==> src/hdl/tcdm_pkg.sv <==
// shared widths and payloads; the id width must cover NB_CHAN, the bank is one 256-word port
`default_nettype none

package tcdm_pkg;

  // initiator channels sharing the bank
  localparam int unsigned NB_CHAN = 3;
  // the channel index travels as request id
  localparam int unsigned IW = $clog2(NB_CHAN);
  // word address, data and byte-enable widths
  localparam int unsigned AW = 8;
  localparam int unsigned DW = 32;
  localparam int unsigned BW = DW / 8;

  // fifo depths, sw is the free-count width of the response fifo
  localparam int unsigned REQ_DEPTH = 2;
  localparam int unsigned RSP_DEPTH = 4;
  localparam int unsigned SW        = $clog2(RSP_DEPTH + 1);

  // request towards the bank, wen high means read
  typedef struct packed {
    logic [AW-1:0] add;
    logic          wen;
    logic [DW-1:0] data;
    logic [BW-1:0] be;
    logic [IW-1:0] id;
  } req_payload_t;

  // response from the bank with the reflected id
  typedef struct packed {
    logic [DW-1:0] data;
    logic [IW-1:0] id;
  } rsp_payload_t;

endpackage

`default_nettype wire

==> src/hdl/tcdm_fifo.sv <==
// in_ready looks only at occupancy, so a full fifo refuses a push even when popping
`timescale 1ns/100ps
`default_nettype none

module tcdm_fifo
  import tcdm_pkg::*;
#(
  parameter type         payload_t = req_payload_t,
  parameter int unsigned DEPTH     = REQ_DEPTH
) (
  input  logic                       clk_i,
  input  logic                       rst_ni,
  input  logic                       clear,
  input  logic                       in_valid,
  input  payload_t                   in_data,
  output logic                       in_ready,
  output logic                       out_valid,
  output payload_t                   out_data,
  input  logic                       out_ready,
  output logic [$clog2(DEPTH+1)-1:0] space
);

  localparam int unsigned PW = (DEPTH > 1) ? $clog2(DEPTH) : 1;
  localparam int unsigned CW = $clog2(DEPTH + 1);

  payload_t      mem_q [DEPTH];
  logic [PW-1:0] wr_ptr_q;
  logic [PW-1:0] rd_ptr_q;
  logic [CW-1:0] count_q;
  logic          push;
  logic          pop;

  // circular pointer step
  function automatic logic [PW-1:0] ptr_next(input logic [PW-1:0] ptr);
    return (ptr == PW'(DEPTH - 1)) ? '0 : ptr + 1'b1;
  endfunction

  assign in_ready  = (count_q != CW'(DEPTH));
  assign out_valid = (count_q != '0);
  assign out_data  = mem_q[rd_ptr_q];
  // free slots, read by the id filter as credit
  assign space     = CW'(DEPTH) - count_q;
  assign push      = in_valid && in_ready;
  assign pop       = out_valid && out_ready;

  always_ff @(posedge clk_i or negedge rst_ni) begin
    if (!rst_ni) begin
      wr_ptr_q <= '0;
      rd_ptr_q <= '0;
      count_q  <= '0;
    end else if (clear) begin
      wr_ptr_q <= '0;
      rd_ptr_q <= '0;
      count_q  <= '0;
    end else begin
      if (push) wr_ptr_q <= ptr_next(wr_ptr_q);
      if (pop) rd_ptr_q <= ptr_next(rd_ptr_q);
      // occupancy holds when push and pop meet
      if (push && !pop) count_q <= count_q + 1'b1;
      else if (pop && !push) count_q <= count_q - 1'b1;
    end
  end

  // storage
  always_ff @(posedge clk_i) begin
    if (push) mem_q[wr_ptr_q] <= in_data;
  end

endmodule

`default_nettype wire

==> config.mk <==
export PLATFORM = sky130hd
export DESIGN_NAME = tcdm_fifo
export DESIGN_NICKNAME = d
export VERILOG_FILES = /design/src/hdl/tcdm_pkg.sv /design/src/hdl/tcdm_fifo.sv
export SDC_FILE = /design/constraint.sdc
export NUM_CORES = 1
export LEC_CHECK = 0
export BUFFER_PORTS_ARGS = -buffer_cell sky130_fd_sc_hd__buf_2
export CORE_MARGIN = 5
export CORE_UTILIZATION = 44
export DETAILED_ROUTE_END_ITERATION = 10
export PLACE_DENSITY = 0.76
export RECOVER_POWER = 25
export SYNTH_ARGS = -nofsm -noshare
export SYNTH_HDL_FRONTEND = slang
export SYNTH_SLANG_ARGS = --single-unit
==> constraint.sdc <==
create_clock -name clk_i -period 3.85 [get_ports clk_i]
set_input_delay 0.1925 -clock clk_i [delete_from_list [all_inputs] [get_ports clk_i]]
set_output_delay 0.1925 -clock clk_i [all_outputs]
set_load 0.005 [all_outputs]
==> flow_summary.html <==
<table>
<tr><th>Metric</th><th>Value</th></tr>
<tr><th colspan="2">Outcome</th></tr>
<tr><td>Outcome</td><td>finished, final reports clean</td></tr>
<tr><th colspan="2">Floorplan</th></tr>
<tr><td>Core Region</td><td>8180 um^2</td></tr>
<tr><td>DIE AREA</td><td>10300 um^2</td></tr>
<tr><td>Standard-cell rows</td><td>33</td></tr>
<tr><td>Die height</td><td>102 um</td></tr>
<tr><td>Die outline width</td><td>102 um</td></tr>
<tr><td>Initial cell density of the core</td><td>0.451</td></tr>
<tr><td># IOs</td><td>103</td></tr>
<tr><th colspan="2">Setup path</th></tr>
<tr><td>Reg-to-Reg End</td><td>mem_q[1][5]</td></tr>
<tr><td>Endpoint class of the critical path</td><td>flip-flop</td></tr>
<tr><td>Crit path max fanout</td><td>between 40 and 50</td></tr>
<tr><td>Crit path required time</td><td>3.81 ns</td></tr>
<tr><td>Crit path kind</td><td>flip-flop to flip-flop</td></tr>
<tr><td>R2R Path Start</td><td>count_q[0]</td></tr>
<tr><td>Worst R2R Path Depth</td><td>4</td></tr>
<tr><td>Worst-case register-to-register setup slack</td><td>1.47 ns</td></tr>
<tr><td>Arrival time of data at the critical path endpoint</td><td>roughly 2.3 ns</td></tr>
<tr><td>Beginning of the critical path</td><td>count_q[0]</td></tr>
<tr><td>CP Launch Type</td><td>flip-flop</td></tr>
<tr><td>Capturing element of the worst setup path</td><td>mem_q[1][5]</td></tr>
<tr><th colspan="2">Global routing</th></tr>
<tr><td>Antenna violations before repair</td><td>0</td></tr>
<tr><td>Vias in the first global route</td><td>around 2000</td></tr>
<tr><td>Pin count of the biggest net entering global routing</td><td>49</td></tr>
<tr><td>Total overflow reported by the global router</td><td>0</td></tr>
<tr><td>Wire length of the first global-routing pass</td><td>9.60 mm</td></tr>
<tr><td>Overall track demand over capacity in global routing</td><td>0.124</td></tr>
<tr><th colspan="2">Layout</th></tr>
<tr><td>Finished Core Util</td><td>0.550</td></tr>
<tr><td>Area growth, synth to finish</td><td>21.9%</td></tr>
<tr><td># nets final</td><td>340</td></tr>
<tr><td>Antenna Cells</td><td>0</td></tr>
<tr><td>Proportion of layout cells with a drive suffix above 1</td><td>0.357</td></tr>
<tr><td>Final non-filler cell area</td><td>4490 um^2</td></tr>
<tr><th colspan="2">Clocking</th></tr>
<tr><td>CTS tree</td><td>yes</td></tr>
<tr><td>CTS clk-pin slew, worst paths</td><td>0.09 ns</td></tr>
<tr><td>Clock network latency to the later pin of the worst-skew pair</td><td>0.34 ns</td></tr>
<tr><td>Buffers inserted by post-CTS timing repair</td><td>0</td></tr>
<tr><td>Post-CTS Resized</td><td>0</td></tr>
<tr><td>Cell chosen for the clock root</td><td>sky130_fd_sc_hd__clkbuf_8</td></tr>
<tr><td>Clock Tree Buf Depth</td><td>2</td></tr>
<tr><td>Number of buffers created by CTS</td><td>9</td></tr>
<tr><td>Number of clock sinks</td><td>98</td></tr>
<tr><td># H-tree levels</td><td>3</td></tr>
<tr><th colspan="2">Pwr</th></tr>
<tr><td>Relative contribution of combinational cells to total power</td><td>0.231</td></tr>
<tr><td>Int Power</td><td>2.10 mW</td></tr>
<tr><td>Clock share of power</td><td>0.237</td></tr>
<tr><td>Cell leakage power</td><td>1.67 nW</td></tr>
<tr><td>Overall power consumption</td><td>around 2.9 mW</td></tr>
<tr><td>Total power divided by cell area</td><td>between 600 and 700 nW/um^2</td></tr>
<tr><td>Net Sw Frac</td><td>0.263</td></tr>
<tr><td>NetSw</td><td>0.752 mW</td></tr>
<tr><td>Proportion of power drawn by flip-flops and latches</td><td>0.532</td></tr>
<tr><td>Worst voltage drop across the vdd grid</td><td>between 0.0004 and 0.0005 V</td></tr>
<tr><th colspan="2">Timing</th></tr>
<tr><td>Slew at the pin closest to its max-slew limit</td><td>~1.1 ns</td></tr>
<tr><td>Sum of negative setup slack</td><td>0 ns</td></tr>
<tr><td>Final hold violation count</td><td>0</td></tr>
<tr><td>Total of endpoints with negative setup slack in the final report</td><td>0</td></tr>
<tr><td>Worst-case clock skew</td><td>0.00724 ns</td></tr>
<tr><td>Fmax</td><td>approximately 420 MHz</td></tr>
<tr><td>Minimum clock period after layout</td><td>2.38 ns</td></tr>
<tr><td>Fin crit share</td><td>0.619</td></tr>
<tr><td>Final count of pins violating max slew</td><td>0</td></tr>
<tr><td>RSZ-0062 raised after global routing</td><td>no</td></tr>
<tr><td>Max transition margin</td><td>0.246</td></tr>
<tr><th colspan="2">Synthesis</th></tr>
<tr><td>Unique masters post-synth</td><td>23</td></tr>
<tr><td>Sequential area share after synthesis</td><td>0.793</td></tr>
<tr><td>Combined area of all synthesized cells</td><td>3690 um^2</td></tr>
<tr><td>Yosys warnings</td><td>0</td></tr>
<tr><td>Count of state elements after synthesis</td><td>98</td></tr>
<tr><td>Ranking of synthesized cells by instance count</td><td>sky130_fd_sc_hd__edfxtp_1 (94), sky130_fd_sc_hd__mux2_1 (46), sky130_fd_sc_hd__inv_1 (6), sky130_fd_sc_hd__dfrtp_1 (4), sky130_fd_sc_hd__nor2_1 (4)</td></tr>
<tr><td>Post-synthesis cell count</td><td>about 180</td></tr>
<tr><td>Post-synth top area cell</td><td>sky130_fd_sc_hd__edfxtp_1</td></tr>
<tr><td>Most repeated cell in the gate-level netlist after synthesis</td><td>sky130_fd_sc_hd__edfxtp_1</td></tr>
<tr><td>Fraction of post-synthesis cell area in the top cell type by area</td><td>0.766</td></tr>
<tr><td>Mapped Nets</td><td>232</td></tr>
<tr><td>Leading post-synthesis cells by cell area</td><td>sky130_fd_sc_hd__edfxtp_1 (77%), sky130_fd_sc_hd__mux2_1 (14%), sky130_fd_sc_hd__dfrtp_1 (2.7%)</td></tr>
<tr><td>Average size of a mapped cell</td><td>a little over 20 um^2</td></tr>
<tr><td>Primary flip-flop cell chosen by synthesis mapping</td><td>sky130_fd_sc_hd__edfxtp_1</td></tr>
<tr><td>Post-synthesis async set-or-reset flop share</td><td>0.0408</td></tr>
<tr><td>Number of enable-type register cells in the synthesized netlist</td><td>94</td></tr>
<tr><th colspan="2">Worst hold path</th></tr>
<tr><td>Worst hold path type</td><td>primary input to flip-flop</td></tr>
<tr><th colspan="2">Routing</th></tr>
<tr><td>1st-iter DRT viols</td><td>64</td></tr>
<tr><td>Via count</td><td>1910</td></tr>
<tr><td>Total Routed Length</td><td>6.14 mm</td></tr>
<tr><td>Residual DRC count</td><td>0</td></tr>
<tr><td>Ratio of routed vias to standard cells</td><td>4.82</td></tr>
<tr><td>Pre-Repair DR Iteration Count</td><td>4</td></tr>
<tr><td>ANT nets after route</td><td>0</td></tr>
<tr><td>Routed wire length per instance</td><td>15.5 um</td></tr>
<tr><th colspan="2">Job</th></tr>
<tr><td>Maximum capacitance violations</td><td>0</td></tr>
<tr><th colspan="2">Placed design</th></tr>
<tr><td>Final estimated routing congestion in global placement</td><td>0.786</td></tr>
<tr><td>Detailed placer's ending HPWL</td><td>4.15 mm</td></tr>
<tr><td>Total placed instance area</td><td>4300 um^2</td></tr>
<tr><td>IO Port Bufs</td><td>102</td></tr>
</table>
## state kept, by name (all words and copies together) (netlist names)
register	count
mem_q	94
count_q	2
rd_ptr_q	1
wr_ptr_q	1
## kinds of logic (layout without fill, tap and decap cells)
kind of cell | count (synthesis) | count (layout) | synth area share
AOI/OAI and AO/OA | 2 | 2 | 0.00543
muxes | 47 | 47 | 0.144
xor gates and xnor gates | 3 | 3 | 0.0109
buffers and inverters | 13 | 126 | 0.0193
adders and majority gates | 2 | 2 | 0.00679
DFF | 98 | 98 | 0.793
and+or+nand+nor | 13 | 13 | 0.0214
## final cells by class
type / instances / area (um^2)
clock buffer: 10 / 128
clock inverter: 6 / 81.3
fill: 668 / 3680
inverter: 6 / 22.5
multi-input combinational: 67 / 702
sequential: 98 / 2920
tap: 105 / 131
timing repair buffer: 104 / 505
## per-layer routing
metal	GRT usage	wire length, um	vias to the layer above	share of wire
met1	0.154	2490	928	0.41
met5	0	0	-	0
met2	0.200	3100	70	0.50
met4	0.0562	102	0	0.017
met3	0.0406	449	11	0.073
li1	-	-	901	-
## metrics by stage
| step | hold WS, ns | setup WS (ns) | instances |
|---|---|---|---|
| 5_1_grt | 0.00309 | 1.32 | 396 |
| 3_5_place_dp | 0.00910 | 1.43 | 379 |
| 3_3_place_gp | 0.00586 | 1.51 | 379 |
| 4_1_cts | 0.00635 | 1.41 | 396 |
| 2_1_floorplan | -0.103 | 0.568 | 178 |
| 6_report | 0.0301 | 1.47 | 396 |
## critical path, stage by stage, from the launching register on
cell and delay, ns:
sky130_fd_sc_hd__dfrtp_1 0.45, sky130_fd_sc_hd__inv_1 0.09, sky130_fd_sc_hd__ha_1 0.24, sky130_fd_sc_hd__and2b_1 0.27, sky130_fd_sc_hd__and2_2 0.92
## layout by cell type (no fill, tap or decap)
cell	n
sky130_fd_sc_hd__edfxtp_1	94
sky130_fd_sc_hd__dfrtp_2	1
sky130_fd_sc_hd__xnor2_1	2
sky130_fd_sc_hd__nor2_1	3
sky130_fd_sc_hd__bufinv_16	2
sky130_fd_sc_hd__and2b_1	1
sky130_fd_sc_hd__clkinvlp_4	1
sky130_fd_sc_hd__o2111ai_1	1
sky130_fd_sc_hd__dfrtp_1	3
sky130_fd_sc_hd__nand3_1	1
sky130_fd_sc_hd__and2_2	1
sky130_fd_sc_hd__nand4_1	1
sky130_fd_sc_hd__mux2_1	46
sky130_fd_sc_hd__or4_1	1
sky130_fd_sc_hd__buf_4	1
sky130_fd_sc_hd__inv_1	6
sky130_fd_sc_hd__clkbuf_8	9
sky130_fd_sc_hd__mux2_2	1
sky130_fd_sc_hd__nand2b_1	1
sky130_fd_sc_hd__xnor3_1	1
sky130_fd_sc_hd__nor2_4	1
sky130_fd_sc_hd__nand2b_4	1
sky130_fd_sc_hd__dlygate4sd3_1	1
sky130_fd_sc_hd__clkinv_2	2
sky130_fd_sc_hd__clkinv_1	1
sky130_fd_sc_hd__nor3_1	1
sky130_fd_sc_hd__nor2b_1	1
sky130_fd_sc_hd__buf_2	84
sky130_fd_sc_hd__ha_1	2
sky130_fd_sc_hd__clkbuf_1	19
sky130_fd_sc_hd__a2111o_1	1
## power groups by stage
stage                     clock (mW)  sequential (mW)  combinational [mW]
after floorplan                    0             1.46               0.457
after global placement             0             1.54               0.672
after detailed placement           0             1.55               0.677
after CTS                      0.698             1.53               0.683
after global routing           0.746             1.55               0.727
final                          0.676             1.52               0.660
## worst min-delay path by stage
stage | from | endpoint | slack [ns] | cells after the start
6_report | in_data[37] | mem_q[1][37] | 0.03 | 1
5_1_grt | in_data[15] | mem_q[1][15] | 0.003 | 1
4_1_cts | in_data[34] | mem_q[1][34] | 0.006 | 1
3_5_place_dp | rst_ni | count_q[0] | 0.009 | 1
3_3_place_gp | rst_ni | count_q[1] | 0.006 | 1
2_1_floorplan | rst_ni | count_q[0] | -0.10 | 0
## timing repair
action / 4_1_cts / 5_1_grt
endpoints found under the setup margin: 0 / 0
hold endpoints to repair: 4 / 0
hold buffers: 1 / 0
(Power assumes the default switching activity.)
