File: config.mk
export PLATFORM = sky130hd
export DESIGN_NAME = ooo_arbiter
export DESIGN_NICKNAME = d
export VERILOG_FILES = /design/src/hdl/tcdm_pkg.sv /design/src/hdl/ooo_arbiter.sv
export SDC_FILE = /design/constraint.sdc
export NUM_CORES = 1
export LEC_CHECK = 0
export BUFFER_PORTS_ARGS = -buffer_cell sky130_fd_sc_hd__buf_2
export CAP_MARGIN = 40
export CORE_AREA = 2 2 106 108
export CTS_CLUSTER_SIZE = 20
export DETAILED_ROUTE_END_ITERATION = 7
export DIE_AREA = 0 0 108 110
export PLACE_DENSITY_LB_ADDON = 0.25
export SETUP_SLACK_MARGIN = 0.2
export SLEW_MARGIN = 30
export SYNTH_ARGS = -nofsm -noshare
export SYNTH_HDL_FRONTEND = slang
export SYNTH_SLANG_ARGS = --single-unit
File: constraint.sdc
create_clock -name clk_i -period 6.7 [get_ports clk_i]
set_clock_uncertainty 0.15 [all_clocks]
set_input_delay 0.335 -clock clk_i [delete_from_list [all_inputs] [get_ports clk_i]]
set_output_delay 0.335 -clock clk_i [all_outputs]
set_load 0.01 [all_outputs]
File: src/hdl/tcdm_pkg.sv
// shared widths and payloads; the id width must cover NB_CHAN, the bank is one 256-word port
`default_nettype none

package tcdm_pkg;

  // initiator channels sharing the bank
  localparam int unsigned NB_CHAN = 3;
  // the channel index travels as request id
  localparam int unsigned IW = $clog2(NB_CHAN);
  // word address, data and byte-enable widths
  localparam int unsigned AW = 8;
  localparam int unsigned DW = 32;
  localparam int unsigned BW = DW / 8;

  // fifo depths, sw is the free-count width of the response fifo
  localparam int unsigned REQ_DEPTH = 2;
  localparam int unsigned RSP_DEPTH = 4;
  localparam int unsigned SW        = $clog2(RSP_DEPTH + 1);

  // request towards the bank, wen high means read
  typedef struct packed {
    logic [AW-1:0] add;
    logic          wen;
    logic [DW-1:0] data;
    logic [BW-1:0] be;
    logic [IW-1:0] id;
  } req_payload_t;

  // response from the bank with the reflected id
  typedef struct packed {
    logic [DW-1:0] data;
    logic [IW-1:0] id;
  } rsp_payload_t;

endpackage

`default_nettype wire

File: src/hdl/ooo_arbiter.sv
// combinational grant; forced entries outside 0..NB_CHAN-1 are skipped, responses route by id only
`timescale 1ns/100ps
`default_nettype none

module ooo_arbiter
  import tcdm_pkg::*;
(
  input  logic                       clk_i,
  input  logic                       rst_ni,
  input  logic                       clear,
  input  logic                       priority_force,
  input  logic [NB_CHAN-1:0][IW-1:0] prio,
  input  logic [NB_CHAN-1:0]         req,
  input  logic [NB_CHAN-1:0][AW-1:0] add,
  input  logic [NB_CHAN-1:0]         wen,
  input  logic [NB_CHAN-1:0][DW-1:0] data,
  input  logic [NB_CHAN-1:0][BW-1:0] be,
  input  logic [NB_CHAN-1:0]         r_ready,
  output logic [NB_CHAN-1:0]         gnt,
  output logic [NB_CHAN-1:0]         r_valid,
  output logic [DW-1:0]              r_data,
  output logic                       out_req,
  output req_payload_t               out_payload,
  input  logic                       out_ready,
  input  logic                       rsp_valid,
  input  rsp_payload_t               rsp_payload,
  output logic                       rsp_ready
);

  logic [IW-1:0]              rr_q;
  logic [NB_CHAN-1:0][IW-1:0] prio_list;
  logic [IW-1:0]              winner;
  logic                       win_valid;

  // round-robin counter, one step per accepted request of any channel
  always_ff @(posedge clk_i or negedge rst_ni) begin
    if (!rst_ni) begin
      rr_q <= '0;
    end else if (clear) begin
      rr_q <= '0;
    end else if (out_req && out_ready) begin
      // wrap after the last channel
      if (rr_q == IW'(NB_CHAN - 1)) begin
        rr_q <= '0;
      end else begin
        rr_q <= rr_q + 1'b1;
      end
    end
  end

  // entry k of the list, entry 0 is served first
  for (genvar k = 0; k < NB_CHAN; k++) begin : g_list
    // widen before the add so counter plus k cannot overflow IW bits
    assign prio_list[k] = priority_force ? prio[k]
                                         : IW'((int'(rr_q) + k) % NB_CHAN);
  end

  // first listed channel with a pending req wins
  always_comb begin
    winner    = rr_q;
    win_valid = 1'b0;
    for (int k = 0; k < NB_CHAN; k++) begin
      if (!win_valid && (prio_list[k] < NB_CHAN) && req[prio_list[k]]) begin
        winner    = prio_list[k];
        win_valid = 1'b1;
      end
    end
  end

  // winner fields towards the request fifo
  assign out_req          = win_valid;
  assign out_payload.add  = add[winner];
  assign out_payload.wen  = wen[winner];
  assign out_payload.data = data[winner];
  assign out_payload.be   = be[winner];
  // tag with the channel index so the response finds its way back
  assign out_payload.id   = winner;

  for (genvar c = 0; c < NB_CHAN; c++) begin : g_chan
    // gnt only when the fifo takes the request in this cycle
    assign gnt[c]     = win_valid && (winner == IW'(c)) && out_ready;
    // response decode by id, never by arrival order
    assign r_valid[c] = rsp_valid && (rsp_payload.id == IW'(c));
  end

  // data is shared, r_valid tells which channel owns it
  assign r_data = rsp_payload.data;

  // head of the response fifo waits for its own channel
  assign rsp_ready = (rsp_payload.id < NB_CHAN) ? r_ready[rsp_payload.id] : 1'b0;

endmodule

`default_nettype wire

==> results.cfg, run 1 <==
[synthesis]
dominantRegCellSynth = dfrtp_1
syn_area_per_cell_um2 = 9.84
synth_simple_gate_area_frac = 0.0911
syn_area_um2 = 2050
synth_xor_area_frac = 0
synth-adder-area-share = 0.0244
yosysSeqAreaShare = 0.0244
synth_edf_count = 0
synth-compound-area-share = 0.424
ys_async_sr_fraction = 1.00
ys_ff_latch = 2
syn_inst = 208
synth_nets = 399
synth_top_family_by_area = compound AO/OA/AOI/OAI gates
muxShareOfSynthArea = 0.244
yosysWarnings = 0
synth.distinct_cells = 42

[floorplanning]
die_h_um = 110
die_area_um2 = 11900
die_x_um = 108
core_um2 = 10700
ioPinCount = 274
rows = 38
initial_core_util = 0.191

[layout]
layout-drive-gt1-share = 0.699
top_register = rr_q
layout_commonest_cell = buf_2
reg_top3 = rr_q (2)
final_cells = 516
syn2layout_area_growth_pct = 45.7
n_antenna_cell = 0
final_net_count = 569
final_cell_mix = 209 x buf_2, 50 x mux2i_1, 40 x o2bb2ai_2
largest_register_ffs = 2

[detailed_routing]
final_antenna_net_count = 0
num_vias = 2279
vias_per_cell = 4.42
first_pass_iters = 4
avgRoutedWirePerCell_um = 14.3
totalWireLength_um = 7360
drc = 0
dr.first_iter.drc_count = 52

[global_route]
grt-ovfl-total = 0
grt_max_degree = 51
grt_pass1_vias = 2089
grt_pass1_wl_um = 9950
antenna_found_initial = 0
grtUsageTotal = 0.104

[worst_setup_path]
cp.required_ps = 6210
crit_path_end_kind = output pin
worst-r2r-cell-count = 9
startpoint_type = flop
crit_type = flop to output pin
timing.rr.start = rr_q[0]
r2r-end = rr_q[1]
crit_path_max_fanout = 50
crit_end = out_payload[5]
rrSetupSlack_ps = 4170
cp-startpoint = rr_q[0]
arrival_ps = 3810

[clock_network]
path_clk_slew_ps = 30
insertion_delay_ps = 210
cts_tree = built
htree_levels = 1
cts-root-buf = clkbuf_8
clockBufferDepth = 2
cts.sinks = 2
cts_setup_buffers = 0
cts_made_buffers = 3

[timing]
max_freq_mhz = 233
slew_headroom = 0.445
slew_violations = 0
fin_crit_sh = 0.642
tns_ps = 0
period_needed_ps = 4300
rsz0062_at_grt = false
tightest_slew_ps = 832
hold_viol_final = 0
setup_viol = 0

[power_and_ir_drop]
p_total_w = 0.000505
powerDensity_nw_per_um2 = 169
irDropWorstVdd_uv = 76.4
p_leak_nw = 1.42

[worst_hold_path]
hp-class = input pin to flop
min_from = clear

[placed_design]
dp.cells = 511
finalWeightedCongestion = 0.773
dp_hpwl_um = 6060
io_buffers = 209

[status]
status = finished, final reports clean

[job]
cap_violations = 0
## worst max-delay path: stages (launching register included)
cell	delay [ps]
dfrtp_1	400
inv_1	80
ha_1	360
mux2i_1	180
o21ai_0	90
o21ai_1	380
a41o_1	290
o2bb2ai_4	120
buf_4	650
and2b_2	290
buf_4	320
o2bb2ai_1	220
buf_2	150
## cell families (layout without fill, tap and decap cells)
family,count (synthesis),after routing
multiplexers,50,50
buffers and inverters,51,219
AND/OR/NAND/NOR,32,32
adder cells (fa/ha/maj),4,4
flip-flops,2,2
AO/OA/AOI/OAI,69,69
## metal layers
layer	wire length, um	GRT usage	up-vias
met5	0	0	-
met4	28	0.0183	0
met3	620	0.0212	8
met2	3910	0.197	142
met1	2810	0.121	1016
li1	-	-	1113
## what timing repair did
action	CTS	global route
hold buffers	1	0
hold endpoints to repair	2	0
gates resized for setup	0	0
endpoints found under the setup margin	0	0
## power by group
part           internal, W  switching (W)  total (W)
clock            0.0000379     0.00000869  0.0000466
combinational     0.000202       0.000242   0.000443
sequential       0.0000134     0.00000147  0.0000148
## through the flow
step                 util  setup slack (ps)  hold slack [ps]  instance area, um2
global route        0.279              2080              157                2980
CTS                 0.277              2320              146                2960
global placement    0.272              2650            -26.6                2910
finish              0.279              2400              147                2980
floorplan               -              3840             -111                2050
detailed placement  0.272              2540            -23.8                2910
## worst min-delay path by stage
| stage | end | slack (ps) | cells after the start |
|---|---|---|---|
| final | rr_q[0] | 150 | 2 |
| after global routing | rr_q[0] | 160 | 2 |
| after CTS | rr_q[0] | 150 | 2 |
| after detailed placement | rr_q[0] | -20 | 1 |
| after global placement | rr_q[0] | -30 | 1 |
| after floorplan | rr_q[0] | -110 | 0 |
## cell usage after synthesis, types with 4 or more instances
master     instances  area (um2)
buf_6              7        78.8
nand2_1            4        15.0
buf_4             33         248
o2bb2ai_1          6        52.6
ha_1               4        50.1
buf_2              4        20.0
mux2i_1           50         500
nor2_1             5        18.8
nor2b_1            4        25.0
o2bb2ai_2         40         601
## final cells by class
cell class	instances	area [um2]
Fill cell	1170	7710
Tap cell	140	175
Sequential cell	2	50.0
Timing Repair Buffer	213	1090
Multi-Input combinational cell	155	1610
Inverter	3	11.3
Clock buffer	3	41.3
Note: power is estimated with default switching activity, not from simulation.
==> run 2: changes to the inputs <==
--- a/config.mk
+++ b/config.mk
@@ -5,12 +5,13 @@
 export SDC_FILE = /design/constraint.sdc
 export NUM_CORES = 1
 export LEC_CHECK = 0
+export ABC_AREA = 1
 export BUFFER_PORTS_ARGS = -buffer_cell sky130_fd_sc_hd__buf_2
 export CAP_MARGIN = 40
-export CORE_AREA = 2 2 106 108
+export CORE_AREA = 2 2 108 110
 export CTS_CLUSTER_SIZE = 20
 export DETAILED_ROUTE_END_ITERATION = 7
-export DIE_AREA = 0 0 108 110
+export DIE_AREA = 0 0 110 112
 export PLACE_DENSITY_LB_ADDON = 0.25
 export SETUP_SLACK_MARGIN = 0.2
 export SLEW_MARGIN = 30
==> constraint.sdc (replaced) <==
create_clock -name clk_i -period 3.7 [get_ports clk_i]
set_clock_uncertainty 0.15 [all_clocks]
set_input_delay 0.185 -clock clk_i [delete_from_list [all_inputs] [get_ports clk_i]]
set_output_delay 0.185 -clock clk_i [all_outputs]
set_load 0.01 [all_outputs]
==> run 2 against run 1 <==
Die area up 3.7%; largest power group unchanged; count of clock-buffer cells in the layout unchanged; critical endpoint is now out_payload[27]; global-route usage up 2.1 points.
==> results.cfg, run 2 <==
[status]
status = finished, final reports clean

[synthesis]
synth_simple_gate_area_frac = 0.684
ys_async_sr_fraction = 1.00
dominantRegCellSynth = dfrtp_1
synth_most_common_cell = nand3_1
synth.area.top_cells = nand3_1 45%, buf_4 13%, nand3_2 10%
synth_top_area_share = 0.454
yosys.area.top_type = nand3_1
syn_inst = 355
synth_edf_count = 0
synth_xor_area_frac = 0
yosysSeqAreaShare = 0.0240
synth_commonest_cells = 189 x nand3_1, 37 x buf_4, 23 x nand2_1
ys_ff_latch = 2
synth.distinct_cells = 24
syn_area_per_cell_um2 = 5.87
synth-compound-area-share = 0.0234
synth_nets = 546
syn_area_um2 = 2080
synth_top_family_by_area = simple AND/OR/NAND/NOR gates
muxShareOfSynthArea = 0
yosysWarnings = 0
synth-adder-area-share = 0.0240

[power_and_ir_drop]
internal-power_w = 0.000641
switching_power_w = 0.000816
p_leak_nw = 1.68
combinationalPowerShare = 0.868
powerDensity_nw_per_um2 = 477
irDropWorstVdd_uv = 143
power.share.clock = 0.113
switching_share = 0.560
p_seq_frac = 0.019

[global_route]
grt_pass1_wl_um = 12600
antenna_found_initial = 1
grt-ovfl-total = 0
grt_max_degree = 55
grt_pass1_vias = 2715
grtUsageTotal = 0.125

[clock_network]
cts_resized = 0
insertion_delay_ps = 220
cts_made_buffers = 3
cts.sinks = 2
clockBufferDepth = 2
cts_tree = built
path_clk_slew_ps = 30
cts-root-buf = clkbuf_16
htree_levels = 1

[layout]
final_cell_mix = 209 x buf_2, 189 x nand3_1, 22 x nand2_1
final_cells = 654
layout_commonest_cell = buf_2
largest_register_ffs = 2
n_antenna_cell = 0
nFillCells = 1267
syn2layout_area_growth_pct = 46.4
reg_top3 = rr_q (2)
top_register = rr_q
final_net_count = 704
layout-drive-gt1-share = 0.507

[floorplanning]
die_x_um = 110
initial_core_util = 0.187
die_area_um2 = 12300
rows = 39
die_h_um = 112
core_um2 = 11200
ioPinCount = 274

[worst_setup_path]
worst-r2r-cell-count = 12
startpoint_type = flop
arrival_ps = 2830
timing.rr.start = rr_q[0]
crit_type = flop to output pin
crit_path_max_fanout = 47
r2r-end = rr_q[0]
cp.required_ps = 3370
rrSetupSlack_ps = 1530
crit_path_end_kind = output pin

[worst_hold_path]
hp-class = input pin to flop
whs_path_depth = 3
holdPathEnd = rr_q[1]
min_from = clear

[timing]
slew_headroom = 0.620
max_freq_mhz = 316
period_needed_ps = 3160
fin_crit_sh = 0.854
slew_violations = 0
tns_ps = 0
setup_viol = 0
rsz0062_at_grt = false
tightest_slew_ps = 569
fin_hold_ws_ps = 85.1
hold_viol_final = 0

[placed_design]
finalWeightedCongestion = 0.850
dp.cells = 650
io_buffers = 209
dp_hpwl_um = 6650

[detailed_routing]
vias_per_cell = 4.60
first_pass_iters = 4
totalWireLength_um = 8590
final_antenna_net_count = 0
num_vias = 3010
avgRoutedWirePerCell_um = 13.1
dr.first_iter.drc_count = 164
drc = 0

[job]
cap_violations = 0
==> run 2: worst max-delay path by stage <==
stage | endpoint | from | slack (ps) | cells after the start
floorplan | out_payload[32] | rr_q[0] | 1480 | 15
global placement | out_payload[30] | rr_q[0] | 690 | 14
detailed placement | out_payload[40] | rr_q[0] | 760 | 15
CTS | out_payload[40] | rr_q[0] | 510 | 15
global route | out_payload[27] | rr_q[0] | 250 | 15
finish | out_payload[27] | rr_q[0] | 540 | 15
==> run 2: final cells by class <==
type                       instances  area (um2)  share of cell area
multi-input combinational        272        1530               0.502
sequential                         2        50.0              0.0164
inverter                          20        80.1              0.0262
timing repair buffer             214        1140               0.372
tap                              143         179              0.0586
clock buffer                       3        75.1              0.0246
==> run 2: timing repair <==
action,in CTS,in global routing
hold buffers,1,0
hold endpoints to repair,2,0
setup buffers,0,0
endpoints found under the setup margin,0,0
==> run 2: power groups by stage <==
stage	sequential (W)	combinational, W	clock, W
floorplan	0.0000275	0.000885	0
global placement	0.0000281	0.00123	0
detailed placement	0.0000280	0.00128	0
CTS	0.0000281	0.00128	0.000168
global route	0.0000284	0.00140	0.000169
finish	0.0000280	0.00126	0.000165
==> run 2: stage by stage <==
step                utilization  total power, W  cell area [um2]  setup slack, ps
finish                    0.273         0.00146             3050              539
global route              0.273         0.00160             3050              248
CTS                       0.273         0.00148             3050              510
detailed placement        0.265         0.00131             2970              763
global placement          0.262         0.00126             2930              689
floorplan                     -        0.000913             2080             1480
==> run 2: layer usage <==
metal | routed length [um] | global-route usage
met5 | 13 | 0
met4 | 78 | 0.0287
met3 | 706 | 0.0141
met2 | 4310 | 0.231
met1 | 3480 | 0.151
==> run 2: logic make-up (layout without fill, tap and decap cells) <==
kind of cell / Yosys count / after routing
flops: 2 / 2
simple gates: 260 / 260
buf+inv: 81 / 237
fa+ha+maj: 4 / 4
compound gates: 8 / 8
==> run 2: critical path, cell delays in order, from the launching register on <==
cell	delay (ps)
dfrtp_1	390
inv_1	90
ha_1	330
nand2_4	90
nand2_2	80
inv_2	70
nand2_1	50
nand3_1	110
nand2_1	80
inv_2	90
nand3_1	110
nand2_4	430
buf_12	290
nand3_2	130
nand3_1	110
buf_2	120
